**config.mk**
```make
export PLATFORM = sky130hd
export DESIGN_NAME = exception_stage
export DESIGN_NICKNAME = d
export VERILOG_FILES = /design/src/common/sparc_isa_pkg.sv /design/src/common/iu_state_pkg.sv /design/src/design/ld_align.sv /design/src/design/trap_ctrl.sv /design/src/design/pc_gen.sv /design/src/regwrite/regwrite_gen.sv /design/src/design/commit_reg.sv /design/src/design/exception_stage.sv
export SDC_FILE = /design/constraint.sdc
export NUM_CORES = 1
export LEC_CHECK = 0
export BUFFER_PORTS_ARGS = -buffer_cell sky130_fd_sc_hd__buf_2
export CAP_MARGIN = 0
export CORE_ASPECT_RATIO = 0.5
export CORE_MARGIN = 1.5
export CORE_UTILIZATION = 25
export CTS_CLUSTER_SIZE = 20
export DETAILED_ROUTE_END_ITERATION = 8
export GPL_TIMING_DRIVEN = 0
export SYNTH_ARGS = -nofsm -noshare
export SYNTH_HDL_FRONTEND = slang
export SYNTH_SLANG_ARGS = --single-unit
```
**constraint.sdc**
```tcl
create_clock -name gclk -period 3.5 [get_ports gclk]
set_input_delay 0.175 -clock gclk [delete_from_list [all_inputs] [get_ports gclk]]
set_output_delay 0.175 -clock gclk [all_outputs]
set_load 0.05 [all_outputs]
```
**src/common/sparc_isa_pkg.sv**
```systemverilog
package sparc_isa_pkg;

	// ----------------------------------------
	// instruction field positions
	// ----------------------------------------
	localparam int OP_MSB  = 31;
	localparam int OP_LSB  = 30;
	localparam int RD_MSB  = 29;
	localparam int RD_LSB  = 25;
	localparam int OP2_MSB = 24;   // format 2 only
	localparam int OP2_LSB = 22;
	localparam int OP3_MSB = 24;   // format 3 and ld/st
	localparam int OP3_LSB = 19;

	// ----------------------------------------
	// op field
	// ----------------------------------------
	localparam logic [1:0] FMT2    = 2'b00;   // sethi, branches
	localparam logic [1:0] CALL_OP = 2'b01;
	localparam logic [1:0] FMT3    = 2'b10;   // alu, jmpl, special regs
	localparam logic [1:0] LDST    = 2'b11;

	// format 2 subops
	localparam logic [2:0] BICC_OP  = 3'b010;
	localparam logic [2:0] SETHI_OP = 3'b100;

	// ----------------------------------------
	// op3 codes, op = 2
	// ----------------------------------------
	localparam logic [5:0] WRY   = 6'h30;   // also wrasr when rd != 0
	localparam logic [5:0] WRPSR = 6'h31;
	localparam logic [5:0] WRWIM = 6'h32;
	localparam logic [5:0] JMPL  = 6'h38;
	localparam logic [5:0] RETT  = 6'h39;
	localparam logic [5:0] TICC  = 6'h3a;

	// op3 codes, op = 3, integer loads only
	localparam logic [5:0] LD   = 6'h00;
	localparam logic [5:0] LDUB = 6'h01;
	localparam logic [5:0] LDUH = 6'h02;
	localparam logic [5:0] LDD  = 6'h03;   // even/odd pair
	localparam logic [5:0] LDSB = 6'h09;
	localparam logic [5:0] LDSH = 6'h0a;

	// trap types
	localparam logic [7:0] TT_DAEX = 8'h09;   // data_access_exception

endpackage

```
**src/common/iu_state_pkg.sv**
```systemverilog
package iu_state_pkg;

	typedef logic [31:0] word_t;
	typedef logic [29:0] wpc_t;   // pc without the two zero bits
	typedef logic [31:0] y_t;

	// ----------------------------------------
	// processor state register
	// ----------------------------------------
	// cwp is sized for 32 windows
	// upper bits stay 0 on smaller configs
	typedef struct packed {
		logic [3:0] icc;   // n z v c
		logic [3:0] pil;
		logic       s;     // supervisor
		logic       ps;    // previous s
		logic       et;    // traps enabled
		logic [4:0] cwp;
	} psr_t;

	// boot in supervisor mode with traps off
	localparam psr_t INIT_PSR = '{
		icc: 4'h0,
		pil: 4'h0,
		s:   1'b1,
		ps:  1'b0,
		et:  1'b0,
		cwp: 5'd0
	};

	localparam y_t INIT_Y = '0;

endpackage

```
**src/design/ld_align.sv**
```systemverilog
`timescale 1ns/10ps

module ld_align
	import iu_state_pkg::*;
(
	input  word_t      data,
	input  logic [3:0] byte_mask,   // bit 0 picks the msb byte
	input  logic       signext,
	output word_t      aligned
);
	logic [7:0]  sel_b;
	logic [15:0] sel_h;

	// byte lane select, big endian
	always_comb begin
		unique case (byte_mask)
		4'b0010: sel_b = data[23:16];
		4'b0100: sel_b = data[15:8];
		4'b1000: sel_b = data[7:0];
		default: sel_b = data[31:24];
		endcase
	end

	assign sel_h = byte_mask[0] ? data[31:16] : data[15:0];   // 0011 upper half

	always_comb begin
		unique case (byte_mask)
		4'b0001, 4'b0010, 4'b0100, 4'b1000:
			aligned = {{24{signext & sel_b[7]}}, sel_b};
		4'b0011, 4'b1100:
			aligned = {{16{signext & sel_h[15]}}, sel_h};
		default:
			aligned = data;   // full word or ldd
		endcase
	end

endmodule

```
**src/design/trap_ctrl.sv**
```systemverilog
`timescale 1ns/10ps

module trap_ctrl
	import sparc_isa_pkg::*;
	import iu_state_pkg::*;
#(
	parameter int NWIN = 8
) (
	input  word_t           inst,
	input  psr_t            psr,
	input  logic [NWIN-1:0] wim,
	input  y_t              y,
	input  word_t           ex_res,
	input  logic            run,
	input  logic            annul,
	input  logic            replay,
	input  logic            precise_trap,
	input  logic            irq_trap,
	input  logic            nodaex,
	input  logic [7:0]      tbr_tt,
	input  logic            dmmu_exception,
	input  logic            branch_true,
	output logic            trap,
	output logic [7:0]      trap_tt,
	output psr_t            next_psr,
	output logic [NWIN-1:0] next_wim,
	output y_t              next_y,
	output logic            archr_we,
	output logic            wnpc,   // npc from alu result
	output logic            rett
);
	localparam int CWP_W = $clog2(NWIN);

	logic [1:0] op;
	logic [2:0] op2;
	logic [5:0] op3;
	logic       wrpsr;
	logic       wrwim;
	logic       wry;

	assign op  = inst[OP_MSB:OP_LSB];
	assign op2 = inst[OP2_MSB:OP2_LSB];
	assign op3 = inst[OP3_MSB:OP3_LSB];

	// ----------------------------------------
	// special instruction decode
	// ----------------------------------------
	always_comb begin
		wnpc  = 1'b0;
		rett  = 1'b0;
		wrpsr = 1'b0;
		wrwim = 1'b0;
		wry   = 1'b0;
		unique case (op)
		CALL_OP: wnpc = 1'b1;
		FMT2:    wnpc = (op2 == BICC_OP) & branch_true;
		FMT3: begin
			unique case (op3)
			JMPL:  wnpc = 1'b1;
			RETT: begin
				wnpc = 1'b1;
				rett = 1'b1;
			end
			WRPSR:   wrpsr = 1'b1;
			WRWIM:   wrwim = 1'b1;
			WRY:     wry   = 1'b1;
			default: ;
			endcase
		end
		default: ;   // loads leave npc alone
		endcase
		if (annul)
			wnpc = 1'b0;   // annulled cti does not redirect
	end

	// any trap source kills the slot unless it is replayed anyway
	assign trap     = (precise_trap | irq_trap | dmmu_exception) & run & ~replay;
	assign trap_tt  = (dmmu_exception & ~nodaex) ? TT_DAEX : tbr_tt;   // daex wins
	assign archr_we = run & ~annul & ~replay;

	// ----------------------------------------
	// next psr / wim / y
	// ----------------------------------------
	always_comb begin
		next_psr = psr;
		next_wim = wim;
		next_y   = y;
		if (trap) begin
			next_psr.cwp = (psr.cwp == 5'd0) ? 5'(NWIN - 1) : psr.cwp - 5'd1;
			next_psr.et  = 1'b0;
			next_psr.ps  = psr.s;
			next_psr.s   = 1'b1;
		end else if (rett) begin
			next_psr.et = 1'b1;
			next_psr.s  = psr.ps;   // back to caller mode
		end
		if (wrpsr && !trap) begin
			next_psr.icc = ex_res[23:20];
			next_psr.pil = ex_res[11:8];
			next_psr.s   = ex_res[7];
			next_psr.ps  = ex_res[6];
			next_psr.et  = ex_res[5];
			next_psr.cwp = 5'(ex_res[CWP_W-1:0]);   // only implemented window bits
		end
		if (wrwim && !trap)
			next_wim = ex_res[NWIN-1:0];
		if (wry)
			next_y = ex_res;
	end

endmodule

```
**src/design/pc_gen.sv**
```systemverilog
`timescale 1ns/10ps

module pc_gen
	import iu_state_pkg::*;
(
	input  wpc_t  npc,
	input  word_t ex_res,   // jump target from the alu
	input  logic  wnpc,
	input  logic  trap,
	input  logic  run,
	input  logic  replay,
	output wpc_t  next_pc,
	output wpc_t  next_npc,
	output logic  pc_we,
	output logic  npc_we
);
	logic commit_ok;

	assign next_pc = npc;   // delayed branch
	assign next_npc = wnpc ? ex_res[31:2] : npc + 30'd1;

	// trap redirect goes out through trap_out
	assign commit_ok = run & ~replay & ~trap;
	assign pc_we     = commit_ok;
	assign npc_we    = commit_ok;

endmodule

```
**src/regwrite/regwrite_gen.sv**
```systemverilog
`timescale 1ns/10ps

module regwrite_gen
	import sparc_isa_pkg::*;
	import iu_state_pkg::*;
#(
	parameter int NWIN      = 8,
	parameter int REGADDR_W = 8
) (
	input  word_t                inst,
	input  wpc_t                 pc,
	input  wpc_t                 npc,
	input  word_t                ex_res,
	input  logic [63:0]          mem_res,
	input  word_t                aligned,    // upper word of mem_res, aligned
	input  psr_t                 next_psr,   // cwp after a trap
	input  logic                 trap,
	input  logic                 rett,
	input  logic                 run,
	input  logic                 annul,
	input  logic                 invalid,
	input  logic                 replay,
	input  logic                 annul_next,
	output logic [REGADDR_W-1:0] addr1,
	output logic [REGADDR_W-1:0] addr2,
	output word_t                data1,
	output word_t                data2,
	output logic                 we1,
	output logic                 we2,
	output logic                 next_annul
);
	localparam int NWREG = 16 * NWIN;   // windowed regs in the file

	logic [1:0] op;
	logic [2:0] op2;
	logic [5:0] op3;
	logic [4:0] rd;
	logic [4:0] rd1;
	logic [4:0] rd2;
	logic       wreg1;
	logic       wreg2;
	logic       ignrd;   // write even if rd is g0
	logic       slot_ok;

	// globals sit at the bottom, windows wrap modulo NWREG
	function automatic logic [REGADDR_W-1:0] win_addr(input logic [4:0] cwp,
			input logic [4:0] r);
		int idx;
		if (r < 5'd8)
			idx = int'(r);
		else
			idx = 8 + ((int'(cwp) * 16 + int'(r) - 8) % NWREG);
		return REGADDR_W'(idx);
	endfunction

	assign op  = inst[OP_MSB:OP_LSB];
	assign op2 = inst[OP2_MSB:OP2_LSB];
	assign op3 = inst[OP3_MSB:OP3_LSB];
	assign rd  = inst[RD_MSB:RD_LSB];

	// ----------------------------------------
	// destination and data select
	// ----------------------------------------
	always_comb begin
		wreg1 = 1'b0;
		wreg2 = 1'b0;
		ignrd = 1'b0;
		rd1   = rd;
		rd2   = rd;
		data1 = ex_res;    // port 1 alu result
		data2 = aligned;   // port 2 load data
		unique case (op)
		CALL_OP: begin
			wreg1 = 1'b1;
			ignrd = 1'b1;
			rd1   = 5'd15;   // %o7
			data1 = {pc, 2'b00};
		end
		FMT2: wreg1 = (op2 == SETHI_OP);
		FMT3: begin
			unique case (op3)
			JMPL: begin
				wreg1 = 1'b1;
				data1 = {pc, 2'b00};   // link address
			end
			WRY, WRPSR, WRWIM, TICC: wreg1 = 1'b0;
			default:                 wreg1 = ~rett;
			endcase
		end
		LDST: begin
			unique case (op3)
			LD, LDUB, LDUH, LDSB, LDSH: wreg2 = 1'b1;
			LDD: begin
				wreg1 = 1'b1;
				wreg2 = 1'b1;
				rd1   = {rd[4:1], 1'b1};   // odd reg gets the low word
				rd2   = {rd[4:1], 1'b0};
				data1 = mem_res[31:0];
			end
			default: ;   // stores write nothing here
			endcase
		end
		endcase
		if (trap) begin
			wreg1 = 1'b1;
			wreg2 = 1'b1;
			rd1   = 5'd17;   // %l1 of the trap window
			rd2   = 5'd18;   // %l2
			data1 = {pc, 2'b00};
			data2 = {npc, 2'b00};
		end
	end

	assign addr1 = win_addr(next_psr.cwp, rd1);
	assign addr2 = win_addr(next_psr.cwp, rd2);

	// ----------------------------------------
	// write enables
	// ----------------------------------------
	assign slot_ok = run & ~annul & ~replay & (~invalid | trap);
	assign we1     = wreg1 & ((|rd) | ignrd | trap) & slot_ok;
	assign we2     = wreg2 & ((|rd) | trap) & slot_ok;

	// idle thread keeps its annul state
	assign next_annul = run ? (annul_next & ~invalid & ~annul & ~trap) : annul;

endmodule

```
**src/design/commit_reg.sv**
```systemverilog
`timescale 1ns/10ps

module commit_reg
	import iu_state_pkg::*;
#(
	parameter int NWIN      = 8,
	parameter int REGADDR_W = 8
) (
	input  logic                 gclk,
	input  logic                 rst,
	input  logic [REGADDR_W-1:0] addr1,
	input  logic [REGADDR_W-1:0] addr2,
	input  word_t                data1,
	input  word_t                data2,
	input  logic                 we1,
	input  logic                 we2,
	input  wpc_t                 next_pc,
	input  wpc_t                 next_npc,
	input  logic                 next_pc_we,
	input  logic                 next_npc_we,
	input  psr_t                 next_psr,
	input  logic [NWIN-1:0]      next_wim,
	input  y_t                   next_y,
	input  logic                 next_archr_we,
	input  logic                 next_annul,
	input  logic                 trap,
	input  logic [7:0]           trap_tt,
	output logic [REGADDR_W-1:0] rf_addr1,
	output logic [REGADDR_W-1:0] rf_addr2,
	output word_t                rf_data1,
	output word_t                rf_data2,
	output logic                 rf_we1,
	output logic                 rf_we2,
	output wpc_t                 c_pc,
	output wpc_t                 c_npc,
	output logic                 pc_we,
	output logic                 npc_we,
	output psr_t                 c_psr,
	output logic [NWIN-1:0]      c_wim,
	output y_t                   c_y,
	output logic                 archr_we,
	output logic                 c_annul,
	output logic                 trap_out,
	output logic [7:0]           trap_tt_out
);

	// ----------------------------------------
	// preset on reset
	// ----------------------------------------
	always_ff @(posedge gclk) begin
		if (rst) begin
			pc_we    <= 1'b1;   // force state into the spr file
			npc_we   <= 1'b1;
			archr_we <= 1'b1;
			c_pc     <= '0;
			c_npc    <= 30'd1;
			c_psr    <= INIT_PSR;
			c_wim    <= '0;
			c_y      <= INIT_Y;
			rf_we1   <= 1'b0;
			rf_we2   <= 1'b1;   // clear g0
			rf_addr2 <= '0;
			rf_data2 <= '0;
			c_annul  <= 1'b0;
			trap_out <= 1'b0;
		end else begin
			pc_we    <= next_pc_we;
			npc_we   <= next_npc_we;
			archr_we <= next_archr_we;
			c_pc     <= next_pc;
			c_npc    <= next_npc;
			c_psr    <= next_psr;
			c_wim    <= next_wim;
			c_y      <= next_y;
			rf_we1   <= we1;
			rf_we2   <= we2;
			rf_addr2 <= addr2;
			rf_data2 <= data2;
			c_annul  <= next_annul;
			trap_out <= trap;
		end
	end

	// qualified by rf_we1 / trap_out
	always_ff @(posedge gclk) begin
		rf_addr1    <= addr1;
		rf_data1    <= data1;
		trap_tt_out <= trap_tt;
	end

endmodule

```
**src/design/exception_stage.sv**
```systemverilog
`timescale 1ns/10ps

module exception_stage
	import iu_state_pkg::*;
#(
	parameter  int NWIN      = 8,
	localparam int REGADDR_W = $clog2(8 + 16 * NWIN)   // globals plus windows
) (
	input  logic                 gclk,
	input  logic                 rst,
	// ----------------------------------------
	// executed instruction
	// ----------------------------------------
	input  word_t                inst,
	input  wpc_t                 pc,
	input  wpc_t                 npc,
	input  psr_t                 psr,
	input  logic [NWIN-1:0]      wim,
	input  y_t                   y,
	input  word_t                ex_res,
	input  logic [63:0]          mem_res,
	input  logic [3:0]           byte_mask,
	input  logic                 signext,
	input  logic                 run,
	input  logic                 annul,
	input  logic                 invalid,
	input  logic                 replay,
	input  logic                 precise_trap,
	input  logic                 irq_trap,
	input  logic                 nodaex,
	input  logic [7:0]           tbr_tt,
	input  logic                 dmmu_exception,
	input  logic                 branch_true,
	input  logic                 annul_next,
	// ----------------------------------------
	// commit
	// ----------------------------------------
	output logic [REGADDR_W-1:0] rf_addr1,
	output logic [REGADDR_W-1:0] rf_addr2,
	output word_t                rf_data1,
	output word_t                rf_data2,
	output logic                 rf_we1,
	output logic                 rf_we2,
	output wpc_t                 c_pc,
	output wpc_t                 c_npc,
	output logic                 pc_we,
	output logic                 npc_we,
	output psr_t                 c_psr,
	output logic [NWIN-1:0]      c_wim,
	output y_t                   c_y,
	output logic                 archr_we,
	output logic                 c_annul,
	output logic                 trap_out,
	output logic [7:0]           trap_tt_out
);
	word_t                aligned;
	logic                 trap;
	logic [7:0]           trap_tt;
	psr_t                 next_psr;
	logic [NWIN-1:0]      next_wim;
	y_t                   next_y;
	logic                 next_archr_we;
	logic                 wnpc;
	logic                 rett;
	wpc_t                 next_pc;
	wpc_t                 next_npc;
	logic                 next_pc_we;
	logic                 next_npc_we;
	logic [REGADDR_W-1:0] addr1;
	logic [REGADDR_W-1:0] addr2;
	word_t                data1;
	word_t                data2;
	logic                 we1;
	logic                 we2;
	logic                 next_annul;

	ld_align u_ld_align (
		.data      (mem_res[63:32]),   // single word loads use the upper half
		.byte_mask,
		.signext,
		.aligned
	);

	trap_ctrl #(.NWIN(NWIN)) u_trap_ctrl (
		.inst, .psr, .wim, .y, .ex_res,
		.run, .annul, .replay,
		.precise_trap, .irq_trap, .nodaex, .tbr_tt,
		.dmmu_exception, .branch_true,
		.trap, .trap_tt, .next_psr, .next_wim, .next_y,
		.archr_we  (next_archr_we),
		.wnpc, .rett
	);

	pc_gen u_pc_gen (
		.npc, .ex_res, .wnpc, .trap, .run, .replay,
		.next_pc, .next_npc,
		.pc_we     (next_pc_we),
		.npc_we    (next_npc_we)
	);

	regwrite_gen #(.NWIN(NWIN), .REGADDR_W(REGADDR_W)) u_regwrite_gen (
		.inst, .pc, .npc, .ex_res, .mem_res, .aligned, .next_psr,
		.trap, .rett, .run, .annul, .invalid, .replay, .annul_next,
		.addr1, .addr2, .data1, .data2, .we1, .we2, .next_annul
	);

	commit_reg #(.NWIN(NWIN), .REGADDR_W(REGADDR_W)) u_commit_reg (
		.gclk, .rst,
		.addr1, .addr2, .data1, .data2, .we1, .we2,
		.next_pc, .next_npc, .next_pc_we, .next_npc_we,
		.next_psr, .next_wim, .next_y, .next_archr_we,
		.next_annul, .trap, .trap_tt,
		.rf_addr1, .rf_addr2, .rf_data1, .rf_data2, .rf_we1, .rf_we2,
		.c_pc, .c_npc, .pc_we, .npc_we,
		.c_psr, .c_wim, .c_y, .archr_we,
		.c_annul, .trap_out, .trap_tt_out
	);

endmodule

```
# --- Word-level counts from Yosys, hierarchy flattened ---
# Cells that the tools add are included.
word_totals:
  mem_bits_ro: 0
  memories: 0
  word_cells: 152
  ramBits: 0
  output_inout_bits: 211
  latch_bits: 0
  inputBits: 269
  reg_bits: 210
classes:
  n_eq_ne: 22
  mul: 0
  n_mux: 47
  shifts: 0
  reduce_logical: 16
  addsub: 8
  div_mod_pow: 0
  magnitude_cmp: 2
  bitwise: 32
op_table:
  columns: ["op", "count"]
  rows:
  - ["two-way mux 32 bit", 5]
  - ["one-hot mux 32 bit (3 select lines)", 1]
  - ["one-hot mux 32 bit (2 select lines)", 1]
  - ["subtractor 32 x 5 -> 32 bit (second input constant)", 2]
  - ["equality test 6 bit (second input constant)", 6]
  - ["two-way mux 16 bit", 2]
  - ["adder 30 x 1 -> 30 bit (second input constant)", 1]
  - ["two-way mux 30 bit", 1]
  - ["two-way mux 5 bit", 6]
  - ["two-way mux 1 bit", 25]
  - ["one-hot mux 8 bit (3 select lines)", 1]
  - ["adder 9 x 5 -> 10 bit", 2]
  - ["bitwise AND 1 bit", 20]
  - ["adder 5 x 8 -> 8 bit (first input constant)", 2]
  - ["OR reduction 7 bit", 2]
  - ["equality test 6 x 2 -> 1 bit (second input constant)", 2]
  - ["equality test 6 x 4 -> 1 bit (second input constant)", 2]
  - ["less-than comparator 5 x 4 -> 1 bit (second input constant)", 2]
  - ["one-hot mux 5 bit (2 select lines)", 1]
  - ["equality test 4 x 2 -> 1 bit (second input constant)", 2]
  - ["equality test 4 bit (second input constant)", 2]
  - ["two-way mux 8 bit", 1]
  - ["OR reduction 2 bit", 4]
  - ["OR reduction 4 bit", 2]
  - ["other kinds (20)", 32]

# --- Logic depth before layout (Yosys ltp) ---
# Gate-level depths: netlist (run 1).
logic_depth:
  ltp_word: 13
  ltp_mapped: 15
  ltp_nobuf: 14

# --- By module ---
# From an unflattened synthesis (run 1), not the netlist that was laid out.
unflattened:
  cells_unflattened: 1061
  hier_area_um2: 10098.4
by_module_without_submodules:
  columns: ["mod", "instances", "cells_each", "seq_area_each_um2", "area_per_inst_um2"]
  rows:
  - ["commit_reg", 1, 392, 4224.1, 5375.2]
  - ["regwrite_gen", 1, 213, 0.0, 1581.5]
  - ["pc_gen", 1, 203, 0.0, 1252.5]
  - ["trap_ctrl", 1, 115, 0.0, 1033.5]
  - ["ld_align", 1, 138, 0.0, 855.8]

# --- Worst setup path before layout (run 1) ---
# Ideal clock, no wire load.
synth_path:
  path_type: "in2reg"
  from: "input port replay"
  to: "register u_commit_reg.rf_addr2[6]"
  required_time_ns: 3.385
  setup_slack_ns: 0.729
  stages: 13
  setup_ns: 0.115
  arrival_time_ns: 2.656
  n_path_buf: 2
  cell_sequence: "nand2b_1 > clkbuf_1 > o211ai_4 > clkbuf_1 > mux2_2 > ha_1 > inv_1 > ha_1 > or3_1 > o21ai_0 > nand2_1 > xnor2_1 > nor2_1"
synth_via:
  elab_chain_len: 8
  elab_cells_between_ends: 12
  classes_between: "add/sub (3); order compare (1); mux (3); bitwise (2); reduce/logical (3)"
synth_lines:
  columns: ["item", "line_no", "text"]
  rows:
  - ["start: declaration", "exception_stage.sv:27", "input logic replay,"]
  - ["inverter 1 bit (*)", "trap_ctrl.sv:77", "assign trap = (precise_trap | irq_trap | dmmu_exception) & run & ~replay;"]
  - ["bitwise AND 1 bit (*)", "trap_ctrl.sv:77", null]
  - ["zero test 1 bit", "trap_ctrl.sv:97", "if (wrpsr && !trap) begin"]
  - ["logical AND 1 bit", "trap_ctrl.sv:97", null]
  - ["two-way mux 16 bit", "trap_ctrl.sv:97", null]
  - ["adder 9 x 5 -> 10 bit", "regwrite_gen.sv:52", "idx = 8 + ((int'(cwp) * 16 + int'(r) - 8) % NWREG);"]
  - ["subtractor 32 x 5 -> 32 bit", "regwrite_gen.sv:52", null]
  - ["adder 5 x 8 -> 8 bit", "regwrite_gen.sv:52", null]
  - ["end signal: assignment", "commit_reg.sv:77", "rf_addr2 <= addr2;"]
  - ["end: declaration", "commit_reg.sv:29", "output logic [REGADDR_W-1:0] rf_addr2,"]
# Mark *: on every way between the ends. The rest lies on a longest branch, timed or not.
# A chain may end at the register's enable or synchronous reset.

==> flow_summary.ini, run 1 <==
[layout]
synthToLayoutAreaGrowth_pct = 64.4
layout.nets = 1982
fillerInstances = 3453
share_of_post_route_cells_with_drive_strength_above_1_pct = 30.5

[worst_setup_path]
timing.setup.critical_path_class = in -> reg
critPathArrivalTime_ps = 3430
critical_path_capture_point_type = register
cp_slowest_stage_delay_ps = 760
worstSetupStartpointType = input pin
cpMaxStageDelayCell = sky130_fd_sc_hd__nor2_2
worst_ep_required_ps = 3900
cp_common_cell = sky130_fd_sc_hd__xnor2_1
cp_max_fo = 9
critical_path.cell_chain = buf_2 > nand2b_1 > clkbuf_1 > nor2_2 > xnor2_1 > o21ai_0 > mux2_2 > ha_1 > inv_1 > ha_1 > nor2b_1 > xnor2_1 > o21ai_0 > nand2_1 > xnor2_1 > nor2_1

[yosys]
ranking_of_synthesized_cells_by_area = sky130_fd_sc_hd__dfxtp_1 (48%), sky130_fd_sc_hd__nand2_1 (6.9%), sky130_fd_sc_hd__a211oi_1 (4.5%)
synth-xor-area-share_pct = 3.79
combinational_family_with_the_most_area_after_synthesis = simple AND/OR/NAND/NOR gates
synth_top_flop_cell = sky130_fd_sc_hd__dfxtp_1
postSynthRegisterBits = 210
synth_area_leader_cell = sky130_fd_sc_hd__dfxtp_1
post_synth.cell_area_avg_sq_um = 8.66
synth_nets = 1291
mapped_area_sq_um = 8780
yosys_warnings = 0
postSynth.asyncResetShare_pct = 0
synth-compound-area-share_pct = 19.4
yosysSeqAreaShare_pct = 47.9
synthTopCellsByCount = sky130_fd_sc_hd__dfxtp_1 (210), sky130_fd_sc_hd__nand2_1 (162), sky130_fd_sc_hd__nor2_1 (103)
synth_fa_ha_area_share_pct = 1.14
synth.most_common_cell = sky130_fd_sc_hd__dfxtp_1
count_of_unique_library_cells_instantiated_by_yosys = 63
cells_after_synthesis = 1014
synth-edff-count = 0
synth_simple_gate_area_share_pct = 22.3
muxShareOfSynthArea_pct = 1.65
yosys.area.top_type_share_pct = 47.9

[detailed_routing]
number_of_optimization_iterations_in_the_first_detailed_route_pass = 6
drc_errors = 0
routed-via-count = 10701
route.final.wire_length_mm = 46.6
ant_nets = 0
routed_wire_length_per_instance_um = 21.2
detail_route.iter0.violations = 836
post_drt_via_cell_ratio = 4.87

[sta]
finalCritPeriodShare_pct = 86.6
tns_ps = 0
period_needed_ps = 3030
grt_setup_unrepaired = no
tightest_slew_ps = 1330
timing.final.setup_violations = 0
report.final.hold_viol_count = 0
slew-limit-headroom_pct = 10.3
achievable-frequency_ghz = 0.330
report.final.slew_viol_count = 0
whs_ps = 13.6

[placement]
detailedPlacementHpwl_mm = 34.9
final_estimated_routing_congestion_in_global_placement = 0.958
port_buffers = 457

[min_path]
worst_hold_path_type = in -> reg

[global_routing]
grt_first_pass_wirelength_mm = 65.6
grt_pass1_vias = 10116
grt_remaining_overflow = 0
global_route.usage.total_pct = 24.4
grt_max_degree = 15
antenna_found_initial = 9

[power_and_ir_drop]
clkPwrFrac_pct = 33.2
maximum_vdd_ir_drop_v = 0.000341
p_total_w = 0.00678
static-leakage-power_nw = 6.71
power_per_cell_area_nw_per_um2 = 469
net-switching-power_w = 0.00241
comb_power_share_pct = 28.1
seqPwrFrac_pct = 38.6
power_switching_share_pct = 35.5
power.internal_w = 0.00437

[floorplan]
floorplan.die.height_um = 136
core_region_area_sq_um = 34500
fp.dieArea_sq_um = 36300
initial_util_pct = 25.4
boundary_pins = 480
row_count = 48
die_width_um = 268

[cts]
cts.htree.levels = 1
clk_transition_reported_paths_ps = 70
post_cts_resized = 0
tritoncts = built
cts_num_sinks = 210
postCtsSetupBuffers = 0
cts_max_path_buffers = 3
cts.hold.buffers_added = 210
clk_root_buffer_cell = sky130_fd_sc_hd__clkbuf_16
cts_inserted_buffers = 22

[flow_run]
max_cap_violations = 0

[run_status]
run_status = finished, final reports clean
-- routing by layer --
| metal | track usage, % | routed length, um | part of all wire (%) | vias up |
|---|---|---|---|---|
| li1 | - | - | - | 4961 |
| met1 | 30.7 | 19100 | 41 | 5084 |
| met2 | 40.9 | 22500 | 48 | 500 |
| met3 | 4.31 | 2700 | 5.8 | 150 |
| met4 | 11.1 | 2300 | 4.9 | 6 |
| met5 | 0 | 39 | 0.084 | - |
-- power by group through the flow --
stage	combinational, W	sequential (W)	clock [W]
floorplan	0.000412	0.00333	0
global placement	0.00167	0.00267	0
detailed placement	0.00167	0.00267	0
CTS	0.00188	0.00262	0.00229
global route	0.00199	0.00263	0.00239
finish	0.00191	0.00262	0.00225
-- cell type report --
cell class / instances / area (sq um) / area share, %
Timing Repair Buffer: 667 / 4390 / 30.4
Multi-Input combinational cell: 721 / 4240 / 29.3
Sequential cell: 210 / 4200 / 29.1
Tap cell: 475 / 594 / 4.12
Clock buffer: 26 / 576 / 3.99
Buffer: 70 / 293 / 2.03
Clock inverter: 12 / 82.6 / 0.572
Inverter: 13 / 48.8 / 0.338
Antenna cell: 5 / 12.5 / 0.0867
-- worst paths after layout --
check | end | cells past startpoint | start | slack, ps
max | u_commit_reg.rf_addr1[6] | 16 | replay | 470
min | u_commit_reg.c_npc[24] | 3 | ex_res[26] | 10
-- sequential cells by signal, indices dropped and copies added (netlist names), 8 cells and up --
signal	cells
u_commit_reg.c_y	32
u_commit_reg.rf_data1	32
u_commit_reg.rf_data2	32
u_commit_reg.c_npc	30
u_commit_reg.c_pc	30
u_commit_reg.c_psr	16
u_commit_reg.c_wim	8
u_commit_reg.rf_addr1	8
u_commit_reg.rf_addr2	8
u_commit_reg.trap_tt_out	8
-- layout by cell type, fill, tap and decap left out, types with 21 or more instances in the layout --
cell type                       instances
sky130_fd_sc_hd__a22oi_1               44
sky130_fd_sc_hd__a21oi_1               50
sky130_fd_sc_hd__xnor2_1               21
sky130_fd_sc_hd__dlygate4sd3_1        210
sky130_fd_sc_hd__buf_2                472
sky130_fd_sc_hd__dfxtp_1              210
sky130_fd_sc_hd__nand2_1              162
sky130_fd_sc_hd__nor2_1               102
sky130_fd_sc_hd__clkbuf_16             22
sky130_fd_sc_hd__clkbuf_1              53
sky130_fd_sc_hd__o21ai_0               49
sky130_fd_sc_hd__nor2b_1               38
sky130_fd_sc_hd__a211oi_1              53
-- cells by family (layout without fill, tap and decap cells) --
| group | Yosys count | after routing |
|---|---|---|
| multiplexers | 14 | 14 |
| XOR/XNOR | 38 | 38 |
| AND/OR/NAND/NOR | 411 | 411 |
| buffers and inverters | 83 | 788 |
| flip-flops | 210 | 210 |
| other | 0 | 5 |
| AO/OA/AOI/OAI | 250 | 250 |
| adder cells (fa/ha/maj) | 8 | 8 |
-- worst max-delay path, delay by kind of cell --
family | cells | cell delay (ps)
adders and majority gates | 2 | 630
and+or+nand+nor | 5 | 1190
xor gates and xnor gates | 3 | 410
muxes | 1 | 340
AOI/OAI and AO/OA | 2 | 270
buffers and inverters | 3 | 420
-- through the flow --
stage	utilization, %	setup slack [ps]	instance area, sq um	cells
floorplan	-	729	8780	1014
global placement	33.8	-351	11700	1946
detailed placement	33.8	-393	11700	1946
CTS	41.8	151	14400	2194
global route	41.8	275	14400	2198
finish	41.8	469	14400	2199
No activity file was read; power rests on OpenSTA's default activity.
==> run 2: changes to the inputs <==
--- a/config.mk
+++ b/config.mk
@@ -7,12 +7,12 @@
 export LEC_CHECK = 0
 export BUFFER_PORTS_ARGS = -buffer_cell sky130_fd_sc_hd__buf_2
 export CAP_MARGIN = 0
-export CORE_ASPECT_RATIO = 0.5
-export CORE_MARGIN = 1.5
-export CORE_UTILIZATION = 25
+export CORE_AREA = 2 2 185 187
 export CTS_CLUSTER_SIZE = 20
 export DETAILED_ROUTE_END_ITERATION = 8
+export DIE_AREA = 0 0 187 189
 export GPL_TIMING_DRIVEN = 0
+export PLACE_DENSITY = 0.59
 export SYNTH_ARGS = -nofsm -noshare
 export SYNTH_HDL_FRONTEND = slang
 export SYNTH_SLANG_ARGS = --single-unit
==> constraint.sdc (replaced) <==
create_clock -name gclk -period 3.6 [get_ports gclk]
set_input_delay 0.18 -clock gclk [delete_from_list [all_inputs] [get_ports gclk]]
set_output_delay 0.18 -clock gclk [all_outputs]
set_load 0.05 [all_outputs]
==> run 2 against run 1 <==
  * Sequential power fell by 3%
  * Global-route usage fell by 0.57 points
  * Via count fell by 1.0%
  * Critical path depth fell by 7
  * Count of clock-buffer cells in the layout rose by 7
  * Cell area rose by 2.4%
  * Combinational power fell by 4%
  * Sequential share of layout area fell by 0.68 points
  * Highest routed layer unchanged
==> flow_summary.ini, run 2 (synthesized netlist as in run 1, its figures left out) <==
[sta]
finalCritPeriodShare_pct = 88.5
achievable-frequency_ghz = 0.314
grt_setup_unrepaired = no
report.final.hold_viol_count = 0
report.final.slew_viol_count = 0
post-route-worst-setup-slack_ps = 415
slew-limit-headroom_pct = 15.8
period_needed_ps = 3190
timing.final.setup_violations = 0
tns_ps = 0
tightest_slew_ps = 1250

[global_routing]
grt_remaining_overflow = 0
grt_busiest_layer = met2
grt_use_met3_pct = 4.60
grt_pass1_vias = 10670
antenna_found_initial = 2
grtUsageMet1_pct = 28.9
grt_util_met2_pct = 42.6
global_route.usage.total_pct = 23.8
grt_max_degree = 14
grt_first_pass_wirelength_mm = 64.3

[power_and_ir_drop]
seqPwrFrac_pct = 35.6
power_switching_share_pct = 32.2
maximum_vdd_ir_drop_v = 0.000273
static-leakage-power_nw = 6.89
net-switching-power_w = 0.00230
p_total_w = 0.00716
power_per_cell_area_nw_per_um2 = 484
comb_power_share_pct = 25.7
power.internal_w = 0.00486
clkPwrFrac_pct = 38.6

[floorplan]
core_region_area_sq_um = 33300
initial_util_pct = 26.4
fp.dieArea_sq_um = 35300
boundary_pins = 480
row_count = 67
floorplan.die.height_um = 189
die_width_um = 187

[detailed_routing]
detail_route.iter0.violations = 750
drc_errors = 0
routed-via-count = 10591
routed_wire_length_per_instance_um = 20.1
number_of_optimization_iterations_in_the_first_detailed_route_pass = 6
route.final.wire_length_mm = 44.1
post_drt_via_cell_ratio = 4.84
ant_nets = 0

[layout]
most_common_library_cell_in_the_layout_ignoring_fill_and_taps = sky130_fd_sc_hd__buf_2
most_used_cells_in_the_layout_excluding_fill_and_tap_cells = sky130_fd_sc_hd__buf_2 (472), sky130_fd_sc_hd__dlygate4sd3_1 (223), sky130_fd_sc_hd__dfxtp_1 (210), sky130_fd_sc_hd__nand2_1 (162), sky130_fd_sc_hd__nor2_1 (103)
layout.nets = 1998
synthToLayoutAreaGrowth_pct = 68.4
finalNonFillerCells = 2188
layout_top_registers = u_commit_reg.c_y (32), u_commit_reg.rf_data1 (32), u_commit_reg.rf_data2 (32)
share_of_post_route_cells_with_drive_strength_above_1_pct = 30.5

[worst_setup_path]
critical_path_capture_point_type = register
timing.setup.critical_path_class = in -> reg
worstSetupStartpointType = input pin
critPathArrivalTime_ps = 3590
cp_max_fo = 10
worst_ep_required_ps = 4000

[flow_run]
max_cap_violations = 0

[cts]
cts_max_path_buffers = 3
tritoncts = built
clk_transition_reported_paths_ps = 60
cts.htree.levels = 1
postCtsSetupBuffers = 0
cts_inserted_buffers = 24
cts_num_sinks = 210
clk_root_buffer_cell = sky130_fd_sc_hd__clkbuf_16
post_cts_resized = 0

[placement]
placed_cells_incl_taps = 1920
detailedPlacementHpwl_mm = 33.4
final_estimated_routing_congestion_in_global_placement = 0.881
port_buffers = 457
dp_worst_setup_slack_ps = 20.8

[min_path]
worst_hold_path_type = in -> reg

[run_status]
run_status = finished, final reports clean
[run 2: per-stage QoR]
stage,area (sq um),utilization (%),hold WS (ps)
2_1_floorplan,8780,-,263
3_3_place_gp,11600,34.9,361
3_5_place_dp,11600,35.0,369
4_1_cts,14800,44.4,0.0416
5_1_grt,14800,44.4,12.4
6_report,14800,44.4,9.33
[run 2: metal layers]
metal  share of wire [%]  vias to the layer above
li1                    -                     4987
met5               0.020                        -
met1                  41                     5000
met2                  49                      522
met4                 2.8                        2
met3                 7.6                       80
[run 2: final timing paths]
path                       start                   endpoint  slack (ps)  cells past startpoint
worst max-delay path      replay  u_commit_reg.rf_data1[28]         410                      9
worst min-delay path  ex_res[20]       u_commit_reg.c_y[20]           9                      3
[run 2: cell type report]
class	instances	area, sq um
tap	448	561
clock inverter	11	193
buffer	70	293
timing repair buffer	681	4530
inverter	13	48.8
fill	3234	18500
multi-input combinational	721	4230
sequential	210	4200
antenna	1	2.50
clock buffer	33	716
[run 2: critical path, cell delays in order]
cell and delay (ps):
sky130_fd_sc_hd__buf_2 100, sky130_fd_sc_hd__nand2b_1 130, sky130_fd_sc_hd__clkbuf_1 240, sky130_fd_sc_hd__nor2_1 600, sky130_fd_sc_hd__buf_6 250, sky130_fd_sc_hd__clkbuf_1 580
sky130_fd_sc_hd__buf_1 720, sky130_fd_sc_hd__o21ai_1 180, sky130_fd_sc_hd__dlygate4sd3_1 610
[run 2: power by group through the flow]
stage	Sequential (W)	Combinational [W]	Clock, W
floorplan	0.00324	0.000401	0
global placement	0.00260	0.00161	0
detailed placement	0.00260	0.00161	0
CTS	0.00255	0.00183	0.00282
global route	0.00257	0.00194	0.00293
finish	0.00255	0.00184	0.00277
[run 2: what timing repair did]
action,in CTS,in global routing
hold buffers,223,0
endpoints found under the setup margin,0,0
endpoints found under the hold margin,163,0
